$ cat config.mk
export PLATFORM = sky130hd
export DESIGN_NAME = radio_ctrl_top
export DESIGN_NICKNAME = d
export VERILOG_FILES = /design/src/source/regport_pkg.sv /design/src/source/radio_ctrl_pkg.sv /design/src/source/axil_regport_bridge.sv /design/src/source/clock_ctrl_regs.sv /design/src/source/link_ctrl_regs.sv /design/src/source/radio_ctrl_top.sv
export VERILOG_INCLUDE_DIRS = /design/src /design/src/include
export SDC_FILE = /design/constraint.sdc
export NUM_CORES = 1
export LEC_CHECK = 0
export BUFFER_PORTS_ARGS = -buffer_cell sky130_fd_sc_hd__clkbuf_2
export CORE_ASPECT_RATIO = 1.25
export CORE_MARGIN = 2
export CORE_UTILIZATION = 48
export DETAILED_ROUTE_END_ITERATION = 12
export PLACE_DENSITY = 0.86
export SYNTH_ARGS = -nofsm -noshare
export SYNTH_HDL_FRONTEND = slang
export SYNTH_SLANG_ARGS = --single-unit
$ cat constraint.sdc
create_clock -name bus_clk -period 2.1 [get_ports bus_clk]
set_input_delay 0.21 -clock bus_clk [delete_from_list [all_inputs] [get_ports bus_clk]]
set_output_delay 0.21 -clock bus_clk [all_outputs]
set_load 0.01 [all_outputs]
$ cat src/include/radio_ctrl_consts.svh
////////////////////////////////////////////////////////////////////////////
// Radio control constants
// Bus widths, register offsets and reset values shared by the register
// port, the clocking block and the link block
////////////////////////////////////////////////////////////////////////////

`ifndef RADIO_CTRL_CONSTS_SVH
`define RADIO_CTRL_CONSTS_SVH

`define REG_AWIDTH          16     // Register address width
`define REG_DWIDTH          32     // Register data width

`define REG_RADIO_CLK_CTRL  16'h0000
`define REG_JESD_REFCLK     16'h0004  // Read only
`define REG_MYK_RESET       16'h0008
`define REG_LINK_CTRL       16'h0010
`define REG_LINK_STATUS     16'h0014  // Write clears sync-loss count

`define CLK_EN_WIDTH        3
`define LINK_EN_WIDTH       3
`define SYNC_CNT_WIDTH      8
`define SYNC_COUNT_MAX      8'hFF  // Saturation point

`define CLK_CTRL_RESET      4'h8   // Only clock-generator reset set
`define MYK_RESET_INIT      1'b1   // Transceiver reset is active low
`define LINK_CTRL_RESET     3'b000

`endif

$ cat src/source/regport_pkg.sv
////////////////////////////////////////////////////////////////////////////
// Register port types
// Address, data and response types for the AXI4-Lite slave bridge
////////////////////////////////////////////////////////////////////////////

`include "radio_ctrl_consts.svh"

package regport_pkg;

  typedef logic [`REG_AWIDTH-1:0] reg_addr_t;
  typedef logic [`REG_DWIDTH-1:0] reg_data_t;
  typedef logic [1:0]             axi_resp_t;

  localparam axi_resp_t AXI_RESP_OKAY = 2'b00;

  // Bridge FSM
  typedef enum logic [2:0] {
    IDLE, WR_STROBE, WR_WAIT, WR_RESP, RD_STROBE, RD_WAIT, RD_RESP
  } bridge_state_t;

endpackage

$ cat src/source/radio_ctrl_pkg.sv
////////////////////////////////////////////////////////////////////////////
// Radio control field types
// Control and status fields of the clocking and link blocks
////////////////////////////////////////////////////////////////////////////

`include "radio_ctrl_consts.svh"

package radio_ctrl_pkg;

  // Bit 0 is 1x, bit 1 is 2x, bit 2 is 3x
  typedef logic [`CLK_EN_WIDTH-1:0]   clk_enable_t;

  // Saturating count of sync losses
  typedef logic [`SYNC_CNT_WIDTH-1:0] sync_count_t;

  // Bit 0 is ADC link, bit 1 is DAC link, bit 2 is sysref
  typedef logic [`LINK_EN_WIDTH-1:0]  link_enable_t;

endpackage

$ cat src/source/axil_regport_bridge.sv
////////////////////////////////////////////////////////////////////////////
// AXI4-Lite to register port bridge
// Turns AXI4-Lite transactions into single-cycle read and write strobes
// and arbitrates round-robin between the read and write channels
////////////////////////////////////////////////////////////////////////////

`timescale 1ns/100ps

module axil_regport_bridge (
  input  logic                   bus_clk,
  input  logic                   bus_rst,

  input  regport_pkg::reg_addr_t s_axi_awaddr,
  input  logic                   s_axi_awvalid,
  output logic                   s_axi_awready,

  input  regport_pkg::reg_data_t s_axi_wdata,
  input  logic                   s_axi_wvalid,
  output logic                   s_axi_wready,

  output regport_pkg::axi_resp_t s_axi_bresp,
  output logic                   s_axi_bvalid,
  input  logic                   s_axi_bready,

  input  regport_pkg::reg_addr_t s_axi_araddr,
  input  logic                   s_axi_arvalid,
  output logic                   s_axi_arready,

  output regport_pkg::reg_data_t s_axi_rdata,
  output regport_pkg::axi_resp_t s_axi_rresp,
  output logic                   s_axi_rvalid,
  input  logic                   s_axi_rready,

  output logic                   reg_rd,
  output logic                   reg_wr,
  output regport_pkg::reg_addr_t reg_addr,
  output regport_pkg::reg_data_t reg_wr_data,
  input  regport_pkg::reg_data_t reg_rd_data,
  input  logic                   reg_ready
);

  regport_pkg::bridge_state_t state;
  regport_pkg::reg_addr_t     addr_q;
  regport_pkg::reg_data_t     wdata_q;
  regport_pkg::reg_data_t     rdata_q;
  logic                       last_rd;     // Last grant went to the read channel
  logic                       wr_pending;
  logic                       rd_pending;
  logic                       grant_wr;
  logic                       grant_rd;

  ////////////////////////////////////////////////////////////////////////////
  // Round-robin grant
  ////////////////////////////////////////////////////////////////////////////

  assign wr_pending = s_axi_awvalid & s_axi_wvalid;  // Needs both AW and W
  assign rd_pending = s_axi_arvalid;

  assign grant_wr = (state == regport_pkg::IDLE) & wr_pending & (~rd_pending | last_rd);
  assign grant_rd = (state == regport_pkg::IDLE) & rd_pending & (~wr_pending | ~last_rd);

  always_ff @(posedge bus_clk) begin
    if (bus_rst) begin
      last_rd <= 1'b1;                     // Write wins first
    end else if (grant_wr | grant_rd) begin
      last_rd <= grant_rd;
    end
  end

  ////////////////////////////////////////////////////////////////////////////
  // Transaction FSM
  ////////////////////////////////////////////////////////////////////////////

  always_ff @(posedge bus_clk) begin
    if (bus_rst) begin
      state <= regport_pkg::IDLE;
    end else begin
      case (state)
        regport_pkg::IDLE: begin
          if (grant_wr) begin
            state <= regport_pkg::WR_STROBE;
          end else if (grant_rd) begin
            state <= regport_pkg::RD_STROBE;
          end
        end
        regport_pkg::WR_STROBE: state <= regport_pkg::WR_WAIT;
        regport_pkg::WR_WAIT: begin
          if (reg_ready) state <= regport_pkg::WR_RESP;
        end
        regport_pkg::WR_RESP: begin
          if (s_axi_bready) state <= regport_pkg::IDLE;
        end
        regport_pkg::RD_STROBE: state <= regport_pkg::RD_WAIT;
        regport_pkg::RD_WAIT: begin
          if (reg_ready) state <= regport_pkg::RD_RESP;
        end
        regport_pkg::RD_RESP: begin
          if (s_axi_rready) state <= regport_pkg::IDLE;
        end
        default: state <= regport_pkg::IDLE;
      endcase
    end
  end

  // Address and data captured at the handshake
  always_ff @(posedge bus_clk) begin
    if (grant_wr) begin
      addr_q  <= s_axi_awaddr;
      wdata_q <= s_axi_wdata;
    end else if (grant_rd) begin
      addr_q  <= s_axi_araddr;
    end
    if ((state == regport_pkg::RD_WAIT) && reg_ready) begin
      rdata_q <= reg_rd_data;              // Combined read data from both blocks
    end
  end

  ////////////////////////////////////////////////////////////////////////////
  // Outputs
  ////////////////////////////////////////////////////////////////////////////

  assign s_axi_awready = grant_wr;         // AW and W taken together
  assign s_axi_wready  = grant_wr;
  assign s_axi_arready = grant_rd;

  assign s_axi_bvalid  = (state == regport_pkg::WR_RESP);
  assign s_axi_bresp   = regport_pkg::AXI_RESP_OKAY;
  assign s_axi_rvalid  = (state == regport_pkg::RD_RESP);
  assign s_axi_rresp   = regport_pkg::AXI_RESP_OKAY;
  assign s_axi_rdata   = rdata_q;

  assign reg_wr        = (state == regport_pkg::WR_STROBE);
  assign reg_rd        = (state == regport_pkg::RD_STROBE);
  assign reg_addr      = addr_q;
  assign reg_wr_data   = wdata_q;

endmodule

$ cat src/source/clock_ctrl_regs.sv
////////////////////////////////////////////////////////////////////////////
// Clocking register block
// Sample-clock enables, clock-generator reset, transceiver reset and the
// synchronized reference-clock status
////////////////////////////////////////////////////////////////////////////

`timescale 1ns/100ps

`include "radio_ctrl_consts.svh"

module clock_ctrl_regs (
  input  logic                      bus_clk,
  input  logic                      bus_rst,
  input  logic                      reg_rd,
  input  logic                      reg_wr,
  input  regport_pkg::reg_addr_t    reg_addr,
  input  regport_pkg::reg_data_t    reg_wr_data,
  output regport_pkg::reg_data_t    reg_rd_data,
  output logic                      reg_ready,
  input  logic                      refclk_present,
  input  logic                      radio_clks_valid,
  output radio_ctrl_pkg::clk_enable_t clk_enable,
  output logic                      mmcm_reset,
  output logic                      myk_reset_n,
  output logic                      fpga_clks_stable
);

  logic [1:0] status_meta;                 // {clks_valid, refclk}
  logic [1:0] status_sync;

  // Two-flop synchronizer for both status inputs
  always_ff @(posedge bus_clk) begin
    if (bus_rst) begin
      status_meta <= 2'b00;
      status_sync <= 2'b00;
    end else begin
      status_meta <= {radio_clks_valid, refclk_present};
      status_sync <= status_meta;
    end
  end

  always_ff @(posedge bus_clk) begin
    if (bus_rst) begin
      {mmcm_reset, clk_enable} <= `CLK_CTRL_RESET;
      myk_reset_n              <= `MYK_RESET_INIT;
      reg_ready                <= 1'b0;
    end else begin
      reg_ready <= reg_rd | reg_wr;        // Answers every strobe
      if (reg_wr) begin
        case (reg_addr)
          `REG_RADIO_CLK_CTRL: {mmcm_reset, clk_enable} <= reg_wr_data[3:0];
          `REG_MYK_RESET:      myk_reset_n <= reg_wr_data[0];
          default: ;
        endcase
      end
    end
  end

  // Read data is zero outside our own addresses
  always_ff @(posedge bus_clk) begin
    reg_rd_data <= '0;
    if (reg_rd) begin
      case (reg_addr)
        `REG_RADIO_CLK_CTRL: reg_rd_data <= regport_pkg::reg_data_t'({mmcm_reset, clk_enable});
        `REG_JESD_REFCLK:    reg_rd_data <= regport_pkg::reg_data_t'(status_sync[0]);
        `REG_MYK_RESET:      reg_rd_data <= regport_pkg::reg_data_t'(myk_reset_n);
        default:             reg_rd_data <= '0;
      endcase
    end
  end

  assign fpga_clks_stable = status_sync[1] & clk_enable[0] & clk_enable[1];  // 1x and 2x up

endmodule

$ cat src/source/link_ctrl_regs.sv
////////////////////////////////////////////////////////////////////////////
// Link register block
// Link enables, synchronized ADC sync status and a saturating counter of
// sync losses while the ADC link is enabled
////////////////////////////////////////////////////////////////////////////

`timescale 1ns/100ps

`include "radio_ctrl_consts.svh"

module link_ctrl_regs (
  input  logic                         bus_clk,
  input  logic                         bus_rst,
  input  logic                         reg_rd,
  input  logic                         reg_wr,
  input  regport_pkg::reg_addr_t       reg_addr,
  input  regport_pkg::reg_data_t       reg_wr_data,
  output regport_pkg::reg_data_t       reg_rd_data,
  output logic                         reg_ready,
  input  logic                         adc_sync,
  output radio_ctrl_pkg::link_enable_t link_enable
);

  logic                        sync_meta;
  logic                        sync_s;     // Synchronized adc_sync
  logic                        sync_prev;
  logic                        sync_lost;
  radio_ctrl_pkg::sync_count_t sync_count;

  ////////////////////////////////////////////////////////////////////////////
  // Sync status and loss counter
  ////////////////////////////////////////////////////////////////////////////

  always_ff @(posedge bus_clk) begin
    if (bus_rst) begin
      sync_meta <= 1'b0;
      sync_s    <= 1'b0;
      sync_prev <= 1'b0;
    end else begin
      sync_meta <= adc_sync;
      sync_s    <= sync_meta;
      sync_prev <= sync_s;
    end
  end

  assign sync_lost = sync_prev & ~sync_s;  // Falling edge

  always_ff @(posedge bus_clk) begin
    if (bus_rst) begin
      sync_count <= '0;
    end else if (reg_wr && (reg_addr == `REG_LINK_STATUS)) begin
      sync_count <= '0;                    // Any write clears
    end else if (sync_lost && link_enable[0] && (sync_count != `SYNC_COUNT_MAX)) begin
      sync_count <= sync_count + 1'b1;
    end
  end

  ////////////////////////////////////////////////////////////////////////////
  // Register access
  ////////////////////////////////////////////////////////////////////////////

  always_ff @(posedge bus_clk) begin
    if (bus_rst) begin
      link_enable <= `LINK_CTRL_RESET;
      reg_ready   <= 1'b0;
    end else begin
      reg_ready <= reg_rd | reg_wr;
      if (reg_wr && (reg_addr == `REG_LINK_CTRL)) begin
        link_enable <= reg_wr_data[`LINK_EN_WIDTH-1:0];
      end
    end
  end

  always_ff @(posedge bus_clk) begin
    reg_rd_data <= '0;
    if (reg_rd) begin
      case (reg_addr)
        `REG_LINK_CTRL:   reg_rd_data <= regport_pkg::reg_data_t'(link_enable);
        `REG_LINK_STATUS: reg_rd_data <= regport_pkg::reg_data_t'({sync_count, 7'b0, sync_s});
        default:          reg_rd_data <= '0;  // Not ours
      endcase
    end
  end

endmodule

$ cat src/source/radio_ctrl_top.sv
////////////////////////////////////////////////////////////////////////////
// Radio control top level
// AXI4-Lite bridge driving one register port shared by the clocking
// and link register blocks
////////////////////////////////////////////////////////////////////////////

`timescale 1ns/100ps

module radio_ctrl_top (
  input  logic                         bus_clk,
  input  logic                         bus_rst,

  input  regport_pkg::reg_addr_t       s_axi_awaddr,
  input  logic                         s_axi_awvalid,
  output logic                         s_axi_awready,
  input  regport_pkg::reg_data_t       s_axi_wdata,
  input  logic                         s_axi_wvalid,
  output logic                         s_axi_wready,
  output regport_pkg::axi_resp_t       s_axi_bresp,
  output logic                         s_axi_bvalid,
  input  logic                         s_axi_bready,
  input  regport_pkg::reg_addr_t       s_axi_araddr,
  input  logic                         s_axi_arvalid,
  output logic                         s_axi_arready,
  output regport_pkg::reg_data_t       s_axi_rdata,
  output regport_pkg::axi_resp_t       s_axi_rresp,
  output logic                         s_axi_rvalid,
  input  logic                         s_axi_rready,

  input  logic                         refclk_present,
  input  logic                         radio_clks_valid,
  input  logic                         adc_sync,
  output radio_ctrl_pkg::clk_enable_t  clk_enable,
  output logic                         mmcm_reset,
  output logic                         myk_reset_n,
  output logic                         fpga_clks_stable,
  output radio_ctrl_pkg::link_enable_t link_enable
);

  ////////////////////////////////////////////////////////////////////////////
  // Shared register port
  ////////////////////////////////////////////////////////////////////////////

  logic                   reg_rd;
  logic                   reg_wr;
  regport_pkg::reg_addr_t reg_addr;
  regport_pkg::reg_data_t reg_wr_data;
  regport_pkg::reg_data_t reg_rd_data;
  logic                   reg_ready;
  regport_pkg::reg_data_t clk_rd_data;
  logic                   clk_ready;
  regport_pkg::reg_data_t link_rd_data;
  logic                   link_ready;

  assign reg_rd_data = clk_rd_data | link_rd_data;  // Idle block returns zero
  assign reg_ready   = clk_ready & link_ready;

  axil_regport_bridge bridge_inst (.*);

  clock_ctrl_regs clock_regs_inst (
    .bus_clk, .bus_rst, .reg_rd, .reg_wr, .reg_addr, .reg_wr_data,
    .reg_rd_data (clk_rd_data),
    .reg_ready   (clk_ready),
    .refclk_present, .radio_clks_valid, .clk_enable, .mmcm_reset,
    .myk_reset_n, .fpga_clks_stable
  );

  link_ctrl_regs link_regs_inst (
    .bus_clk, .bus_rst, .reg_rd, .reg_wr, .reg_addr, .reg_wr_data,
    .reg_rd_data (link_rd_data),
    .reg_ready   (link_ready),
    .adc_sync, .link_enable
  );

endmodule

; Word level (Yosys, flattened, before mapping)
; Cells that the tools add are included.
[classes]
addsub = 1
reduce_logical = 12
bitwise_logic = 17
n_eq_ne = 16
n_mux = 11
[op_table]
columns = cell, n
row1 = == test 16 x 5 -> 1 bit (second input constant), 2
row2 = two-way mux 16 bit, 2
row3 = OR 32 bit, 1
row4 = case mux 16 bit (2 select lines), 1
row5 = case mux 3 bit (7 select lines), 1
row6 = two-way mux 3 bit, 6
row7 = == test 16 x 3 -> 1 bit (second input constant), 1
row8 = == test 16 x 4 -> 1 bit (second input constant), 1
row9 = zero test 16 bit, 1
row10 = case mux 4 bit (3 select lines), 1
row11 = == test 3 bit (second input constant), 3
row12 = adder 8 x 1 -> 8 bit (second input constant), 1
row13 = bitwise AND 1 bit, 8
row14 = != test 2 x 1 -> 1 bit (second input constant), 4
row15 = != test 8 bit (second input constant), 1
row16 = == test 3 x 2 -> 1 bit (second input constant), 2
row17 = logical AND 1 bit, 5
row18 = AND reduction 5 bit, 1
row19 = inverter 1 bit, 4
row20 = OR 1 bit, 4
row21 = AND reduction 2 bit, 2
row22 = == test 3 x 1 -> 1 bit (second input constant), 1
row23 = zero test 3 bit, 1
row24 = != test 3 x 1 -> 1 bit (second input constant), 1
row25 = other kinds (2), 2
[word_totals]
elab_cells = 75
regBits = 144
in_bits = 74

; Logic depth before layout (Yosys ltp)
; Gate-level depths: netlist (run 1).
[logic_depth]
ltp_word = 7
depth_mapped = 6
mapped_depth_nobuf = 5

; By module
; From an unflattened synthesis (run 1), not the netlist that was laid out.
[hier_totals]
hier_cells = 393
area_unflattened_um2 = 5138.7
[by_module_without_submodules]
columns = module, area_each_um2, cells_each, instances, seq_area_each_um2
row1 = axil_regport_bridge, 3009.1, 152, 1, 2482.4
row2 = link_ctrl_regs, 1164.9, 123, 1, 520.5
row3 = clock_ctrl_regs, 758.2, 85, 1, 280.3
row4 = radio_ctrl_top, 206.4, 33, 1, 0.0

; Worst setup path after synthesis (run 1)
; Ideal clock, no wire load.
[synth_path]
path_kind = register to register
start = register bridge_inst.state[0]
end = register bridge_inst.addr_q[0] (netlist: bridge_inst.reg_addr[0]) (enable)
t_arrival_ns = 1.536
slack_ns = 0.170
setup_ns = 0.394
stages_incl_launch_ff = 3
n_path_buf = 0
path_cell_list = dfxtp_1 or3_4 a21oi_1
[synth_between]
elab_chain_cells = 4
elab_cells_between_ends = 6
cone_classes = 4 x bitwise / 2 x reduce/logical
[synth_lines]
columns = element, line
row1 = "start, declared", axil_regport_bridge.sv:42  ; regport_pkg::bridge_state_t state;
row2 = "start signal, assigned", axil_regport_bridge.sv:76  ; state <= regport_pkg::IDLE;
row3 = "start signal, assigned", axil_regport_bridge.sv:81  ; state <= regport_pkg::WR_STROBE;
row4 = "start signal, assigned", axil_regport_bridge.sv:83  ; state <= regport_pkg::RD_STROBE;
row5 = zero test 3 bit *, "axil_regport_bridge.sv:59, axil_regport_bridge.sv:60"
row6 = "bitwise AND 1 bit, on equally long branches (2 in a row)", "axil_regport_bridge.sv:60, axil_regport_bridge.sv:59"
row7 = nonzero test 2 bit (no line) *, -
row8 = "end signal, assigned", axil_regport_bridge.sv:108  ; addr_q <= s_axi_awaddr;
row9 = "end signal, assigned", axil_regport_bridge.sv:111  ; addr_q <= s_axi_araddr;
row10 = "end, declared", axil_regport_bridge.sv:43  ; regport_pkg::reg_addr_t addr_q;
; Mark *: on every way between the ends. The rest lies on a longest branch, timed or not.
; A chain may end at the register's enable or synchronous reset.

; Final worst setup path (run 1)
[layout_path]
start = register bridge_inst.state[0]
end = output s_axi_arready
[layout_between]
elab_chain_cells = 3
[layout_lines]
columns = element, line
row1 = zero test 3 bit, axil_regport_bridge.sv:60  ; assign grant_rd = (state == regport_pkg::IDLE) & rd_pending & (~wr_pending | ~last_rd);
row2 = bitwise AND 1 bit (2 in a row), axil_regport_bridge.sv:60
row3 = "end, declared", radio_ctrl_top.sv:24  ; output logic s_axi_arready,
; No other way between the ends.

==> metrics.txt, run 1 <==
EDFF count, synth=32; Reg2Reg Setup Slack=between 0.2 and 0.3 ns; non-filler cells, final=about 440; critical path launch point type=register; clock tree from TritonCTS=yes; Root Buffer=clkbuf_8; Rel. slew slack=0.523; Post-Syn Area=~3200 sq um; initial core utilization=0.488; share of the synthesized area in the top cell type=0.304; number of remaining DRC errors=0; CP arrival=around 1.7 ns; final setup fails=0; RSZ-0062 raised after global routing=false; capture point of the worst path=s_axi_arready; R2R Path End=link_regs_inst.reg_rd_data[0]; library cells used by synthesis=52; Slew Viols, Final=0; GP Congestion=0.842; num ports=between 100 and 150; DRT antenna net count=0; H-tree depth=3; vias in the first global route=slightly below 2000; status=finished, final reports clean; CP endpoint kind=primary output; synth top area cells=edfxtp_1 (30%), dfxtp_1 (27%), buf_4 (6.2%), mux2_4 (4.3%), and2_1 (2.6%); largest net degree at the start of global routing=24; Buffers on Ports=approximately 70; drt wl/cell=approximately 12 um; Tcrit/Tclk final=0.913; prevailing post-synth register cell=dfxtp_1; max_cap viols=0; postcts setup bufs=0; area grow syn2layout=18.5%; grt ovf=0; core footprint=around 6500 sq um; die height=roughly 95 um; leak pwr=around 1.5 nW; Syn Area/Cell=about 12 sq um; clock slew at reported path FFs=0.08 ns; area leader, netlist=edfxtp_1; #FFs+latches synth=75; Ant. Diodes=0; Final Hold Viols=0; final setup margin=0.182 ns; Hold WC Path Type=input pin to register; row count=33; layout cells sized above 1=0.342; deepest clock path buffer count=2; DIE WIDTH=~77 um; CTS Buf Count=9; Crit Path Class=register to primary output; TNS Setup=0 ns; fill count=between 500 and 600; first-pass GRT wire length=between 8 and 9 mm; drt first pass iters=4; achievable clock frequency=521 MHz; DR vias=approximately 2100; VDD IR-drop max=0.547 mV; # nets final=421; actual slew at the worst max-slew pin=0.697 ns; Cells after Synth=roughly 270; drt total wl=approximately 5.1 mm; GRT Total Usage=0.150; Worst-Skew Late Latency=0.34 ns; Detail Placement HPWL=a little under 4 mm; die footprint=between 7000 and 8000 sq um; Ys Warns=0; via/cell ratio=about 5; pre-CTS setup slack=about 0.26 ns; Initial DRC Count=105; FFs w/ async S/R, synth=0; Num Clock Sinks=75; Reg2Reg Depth=4; placed cells=between 400 and 500; Worst R2R Start=bridge_inst.reg_addr[9]; CP Max Fanout=6; Worst Skew=approximately 0.0090 ns; Gates resized, CTS repair=0; origin of the worst setup path=bridge_inst.state[0]; antenna violations before repair=0; sequential fraction of the synthesis area=0.576; Worst EP required=roughly 1.9 ns; min Tclk post-route=around 1.9 ns; pwr dens=about 860 nW/um^2; CTS Hold Bufs=0
layer usage:
layer	vias up	global-route usage	wire length, um
li1	1066	-	-
met5	-	0	0
met1	973	0.157	2030
met4	0	0.0909	144
met3	16	0.0554	363
met2	93	0.258	2570
state kept, by name, summed over array words and instances (netlist names):
signal,flops
bridge_inst.reg_addr,16
bridge_inst.s_axi_rdata,12
link_regs_inst.reg_rd_data,11
link_regs_inst.sync_count,8
bridge_inst.reg_wr_data,4
clock_regs_inst.reg_rd_data,4
bridge_inst.state,3
clock_regs_inst.clk_enable,3
link_regs_inst.link_enable,3
clock_regs_inst.status_meta,2
clock_regs_inst.status_sync,2
bridge_inst.last_rd,1
clock_regs_inst.mmcm_reset,1
clock_regs_inst.myk_reset_n,1
clock_regs_inst.reg_ready,1
link_regs_inst.sync_meta,1
link_regs_inst.sync_prev,1
link_regs_inst.sync_s,1
logic make-up after synthesis:
logic type,share of synthesized area
muxes,0.0740
buffers and inverters,0.0803
xor gates and xnor gates,0.00831
AOI/OAI and AO/OA,0.0788
other,0.00119
adders and majority gates,0.00396
and+or+nand+nor,0.177
DFF,0.576
area by class of cell:
class / instances / area, sq um / area share
clock buffer: 10 / 128 / 0.0341
inverter: 6 / 22.5 / 0.00601
sequential: 75 / 1820 / 0.486
multi-input combinational: 177 / 1170 / 0.313
clock inverter: 6 / 80.1 / 0.0214
timing repair buffer: 77 / 413 / 0.110
tap: 87 / 109 / 0.0291
placed cells by master (no fill, tap or decap), types with 5 or more instances in the layout:
master / count
clkbuf_2: 71
dfxtp_1: 43
edfxtp_1: 32
conb_1: 24
nor2_1: 14
and2_1: 13
a21oi_1: 12
o21ai_0: 12
nand3_1: 12
nand2_1: 10
nor2b_1: 9
mux2_4: 9
clkbuf_8: 9
mux2_2: 7
inv_1: 6
buf_4: 5
through the flow:
stage / area, sq um / total power, mW / hold WS, ns / utilization
final: 3750 / 3.21 / 0.0416 / 0.578
after global routing: 3750 / 3.33 / 0.0229 / 0.578
after CTS: 3750 / 3.24 / 0.0245 / 0.578
after detailed placement: 3540 / 2.09 / 0.389 / 0.546
after global placement: 3540 / 2.07 / 0.386 / 0.546
after floorplan: 3250 / 2.01 / 0.309 / -
report_power, final:
part | internal (mW) | switching, mW | total, mW
sequential | 1.63 | 0.0553 | 1.68
clock | 0.659 | 0.494 | 1.15
combinational | 0.177 | 0.195 | 0.372
total | 2.46 | 0.744 | 3.21
worst min path at each step:
| stage | from | end | depth (start not counted) | slack, ns |
|---|---|---|---|---|
| 6_report | s_axi_wdata[3] | bridge_inst.reg_wr_data[3] | 1 | 0.04 |
| 5_1_grt | s_axi_wdata[3] | bridge_inst.reg_wr_data[3] | 1 | 0.02 |
| 4_1_cts | s_axi_wdata[2] | bridge_inst.reg_wr_data[2] | 1 | 0.02 |
| 3_3_place_gp | link_regs_inst.reg_rd_data[10] | bridge_inst.s_axi_rdata[10] | 0 | 0.39 |
| 2_1_floorplan | s_axi_wdata[0] | bridge_inst.reg_wr_data[0] | 0 | 0.31 |
| 3_5_place_dp | link_regs_inst.reg_rd_data[8] | bridge_inst.s_axi_rdata[8] | 0 | 0.39 |
synthesized netlist by cell type (6+ instances only):
cell and count:
inv_1 6, nand2_1 10, a21oi_1 12, mux2_4 9, buf_4 26, nor2b_1 9, edfxtp_1 32, nand3_1 12
nor2_1 14, dfxtp_1 43, o21ai_0 12, mux2_2 7, and2_1 13
critical path, cell delays in order, from the launching register on:
cell and delay (ns):
dfxtp_1 0.35, or3_4 0.43, a311oi_1 0.38, clkbuf_2 0.21
Note: power is estimated with default switching activity, not from simulation.
==> inputs of run 2 (changes only) <==
--- a/config.mk
+++ b/config.mk
@@ -10,8 +10,10 @@
 export CORE_ASPECT_RATIO = 1.25
 export CORE_MARGIN = 2
 export CORE_UTILIZATION = 48
+export CTS_BUF_LIST = sky130_fd_sc_hd__clkbuf_16
 export DETAILED_ROUTE_END_ITERATION = 12
 export PLACE_DENSITY = 0.86
+export SKIP_CTS_REPAIR_TIMING = 1
 export SYNTH_ARGS = -nofsm -noshare
 export SYNTH_HDL_FRONTEND = slang
 export SYNTH_SLANG_ARGS = --single-unit
==> run 2 against run 1 <==
Against the previous run:
- worst hold slack improved by 0.018 ns
- setup slack improved by 0.0082 ns
- non-clock buffer count did not move
- register-to-register slack got worse by 0.05 ns
- power rose by 13%
- clock power rose by 37%
- clock skew fell by 0.0025 ns
==> metrics.txt, run 2 (same netlist as run 1, synthesis figures left out) <==
die height=94.7 um (unchanged); Rel. slew slack=0.529 (was 0.523); # nets final=421 (unchanged); Clock power frac=0.431 (was 0.359); Largest register FFs=16 (unchanged); H-tree depth=3 (unchanged); Gate power share=0.104 (was 0.116); drt wl/cell=12.2 um (was 11.7 um); vias in the first global route=2039 (was 1980); Area after DPL=3540 sq um (unchanged); switching part of the total=0.221 (was 0.232); clock tree from TritonCTS=yes (unchanged); CTS Buf Count=9 (unchanged); final setup fails=0 (unchanged); Worst-Skew Late Latency=0.33 ns (was 0.34 ns); num ports=124 (unchanged); leak pwr=1.59 nW (was 1.54 nW); actual slew at the worst max-slew pin=0.689 ns (was 0.697 ns); status=finished, final reports clean (unchanged); placed cells=422 (unchanged); final setup margin=0.190 ns (was 0.182 ns); GRT Total Usage=0.154 (was 0.150); Buffers on Ports=71 (unchanged); Design Power=3.63 mW (was 3.21 mW); critical path launch point type=register (unchanged); Tcrit/Tclk final=0.909 (was 0.913); final hold slack=0.0593 ns (was 0.0416 ns); achievable clock frequency=524 MHz (was 521 MHz); Num Clock Sinks=75 (unchanged); NetSw=0.801 mW (was 0.744 mW); Detail Placement HPWL=3.88 mm (unchanged); layout cells sized above 1=0.342 (unchanged); largest net degree at the start of global routing=24 (unchanged); P_int=2.83 mW (was 2.46 mW); Hold WC Path Type=input pin to register (unchanged); DRT antenna net count=0 (unchanged); VDD IR-drop max=0.561 mV (was 0.547 mV); Initial DRC Count=84 (was 105); CP Max Fanout=6 (unchanged); row count=33 (unchanged); core footprint=6480 sq um (unchanged); first-pass GRT wire length=8.68 mm (was 8.40 mm); area grow syn2layout=21.7% (was 18.5%); most common cell after layout, fill and taps aside=clkbuf_2 (unchanged); deepest clock path buffer count=2 (unchanged); drt total wl=5.35 mm (was 5.12 mm); antenna violations before repair=0 (unchanged); initial core utilization=0.488 (unchanged); pre-CTS setup slack=0.265 ns (unchanged); clock slew at reported path FFs=0.06 ns (was 0.08 ns); Worst EP required=1.89 ns (about the same); Post-Route Utilization=0.594 (was 0.578); Root Buffer=clkbuf_16 (was clkbuf_8); number of remaining DRC errors=0 (unchanged); min Tclk post-route=1.91 ns (was 1.92 ns); Final Hold Viols=0 (unchanged); CP arrival=1.70 ns (was 1.71 ns); die footprint=7260 sq um (unchanged); fill count=541 (was 558); Finished Cell Area=3850 sq um (was 3750 sq um); share of power burned in registers=0.465 (was 0.525); Crit Path Class=register to primary output (unchanged); TNS Setup=0 ns (unchanged); max_cap viols=0 (unchanged); DR vias=2155 (was 2148); commonest cells after routing, fill and taps aside=clkbuf_2 (71), dfxtp_1 (43), edfxtp_1 (32) (unchanged); grt ovf=0 (unchanged); CP endpoint kind=primary output (unchanged); Slew Viols, Final=0 (unchanged); via/cell ratio=4.92 (was 4.90); Ant. Diodes=0 (unchanged); GP Congestion=0.842 (unchanged); non-filler cells, final=438 (unchanged); RSZ-0062 raised after global routing=false (unchanged); pwr dens=944 nW/um^2 (was 856 nW/um^2); Worst Skew=0.00655 ns (was 0.00901 ns); DIE WIDTH=76.6 um (unchanged); drt first pass iters=4 (unchanged)
run 2: power groups by stage:
stage | clock network [mW] | registers [mW] | logic [mW]
after floorplan | 0 | 1.70 | 0.305
after global placement | 0 | 1.71 | 0.359
after detailed placement | 0 | 1.72 | 0.373
after CTS | 1.59 | 1.69 | 0.378
after global routing | 1.64 | 1.70 | 0.409
final | 1.57 | 1.69 | 0.377
run 2: cell type report:
cell class,instances,area [sq um],area share
Clock buffer,9,225,0.0585
Inverter,6,22.5,0.00585
Multi-Input combinational cell,177,1170,0.305
Sequential cell,75,1820,0.473
Timing Repair Buffer,77,413,0.107
Clock inverter,7,83.8,0.0218
Tap cell,87,109,0.0283
run 2: path summary, 6_finish.rpt:
kind | startpoint | to | slack (ns) | depth (start not counted)
worst max-delay path | bridge_inst.state[0] | s_axi_arready | 0.19 | 3
worst max register to register | bridge_inst.reg_addr[9] | link_regs_inst.reg_rd_data[0] | 0.24 | 4
worst min-delay path | s_axi_wdata[2] | bridge_inst.reg_wr_data[2] | 0.06 | 1
worst min register to register | link_regs_inst.reg_rd_data[8] | bridge_inst.s_axi_rdata[8] | 0.40 | 0
run 2: critical path, cell delays in order (launching register included):
cell      delay [ns]
dfxtp_1         0.35
or3_4           0.43
a311oi_1        0.38
clkbuf_2        0.21
run 2: layer usage:
layer,global-route usage,wire length [um],vias to the layer above
li1,-,-,1072
met5,0,0,-
met3,0.0354,354,16
met1,0.158,2080,971
met4,0.109,153,0
met2,0.278,2770,96
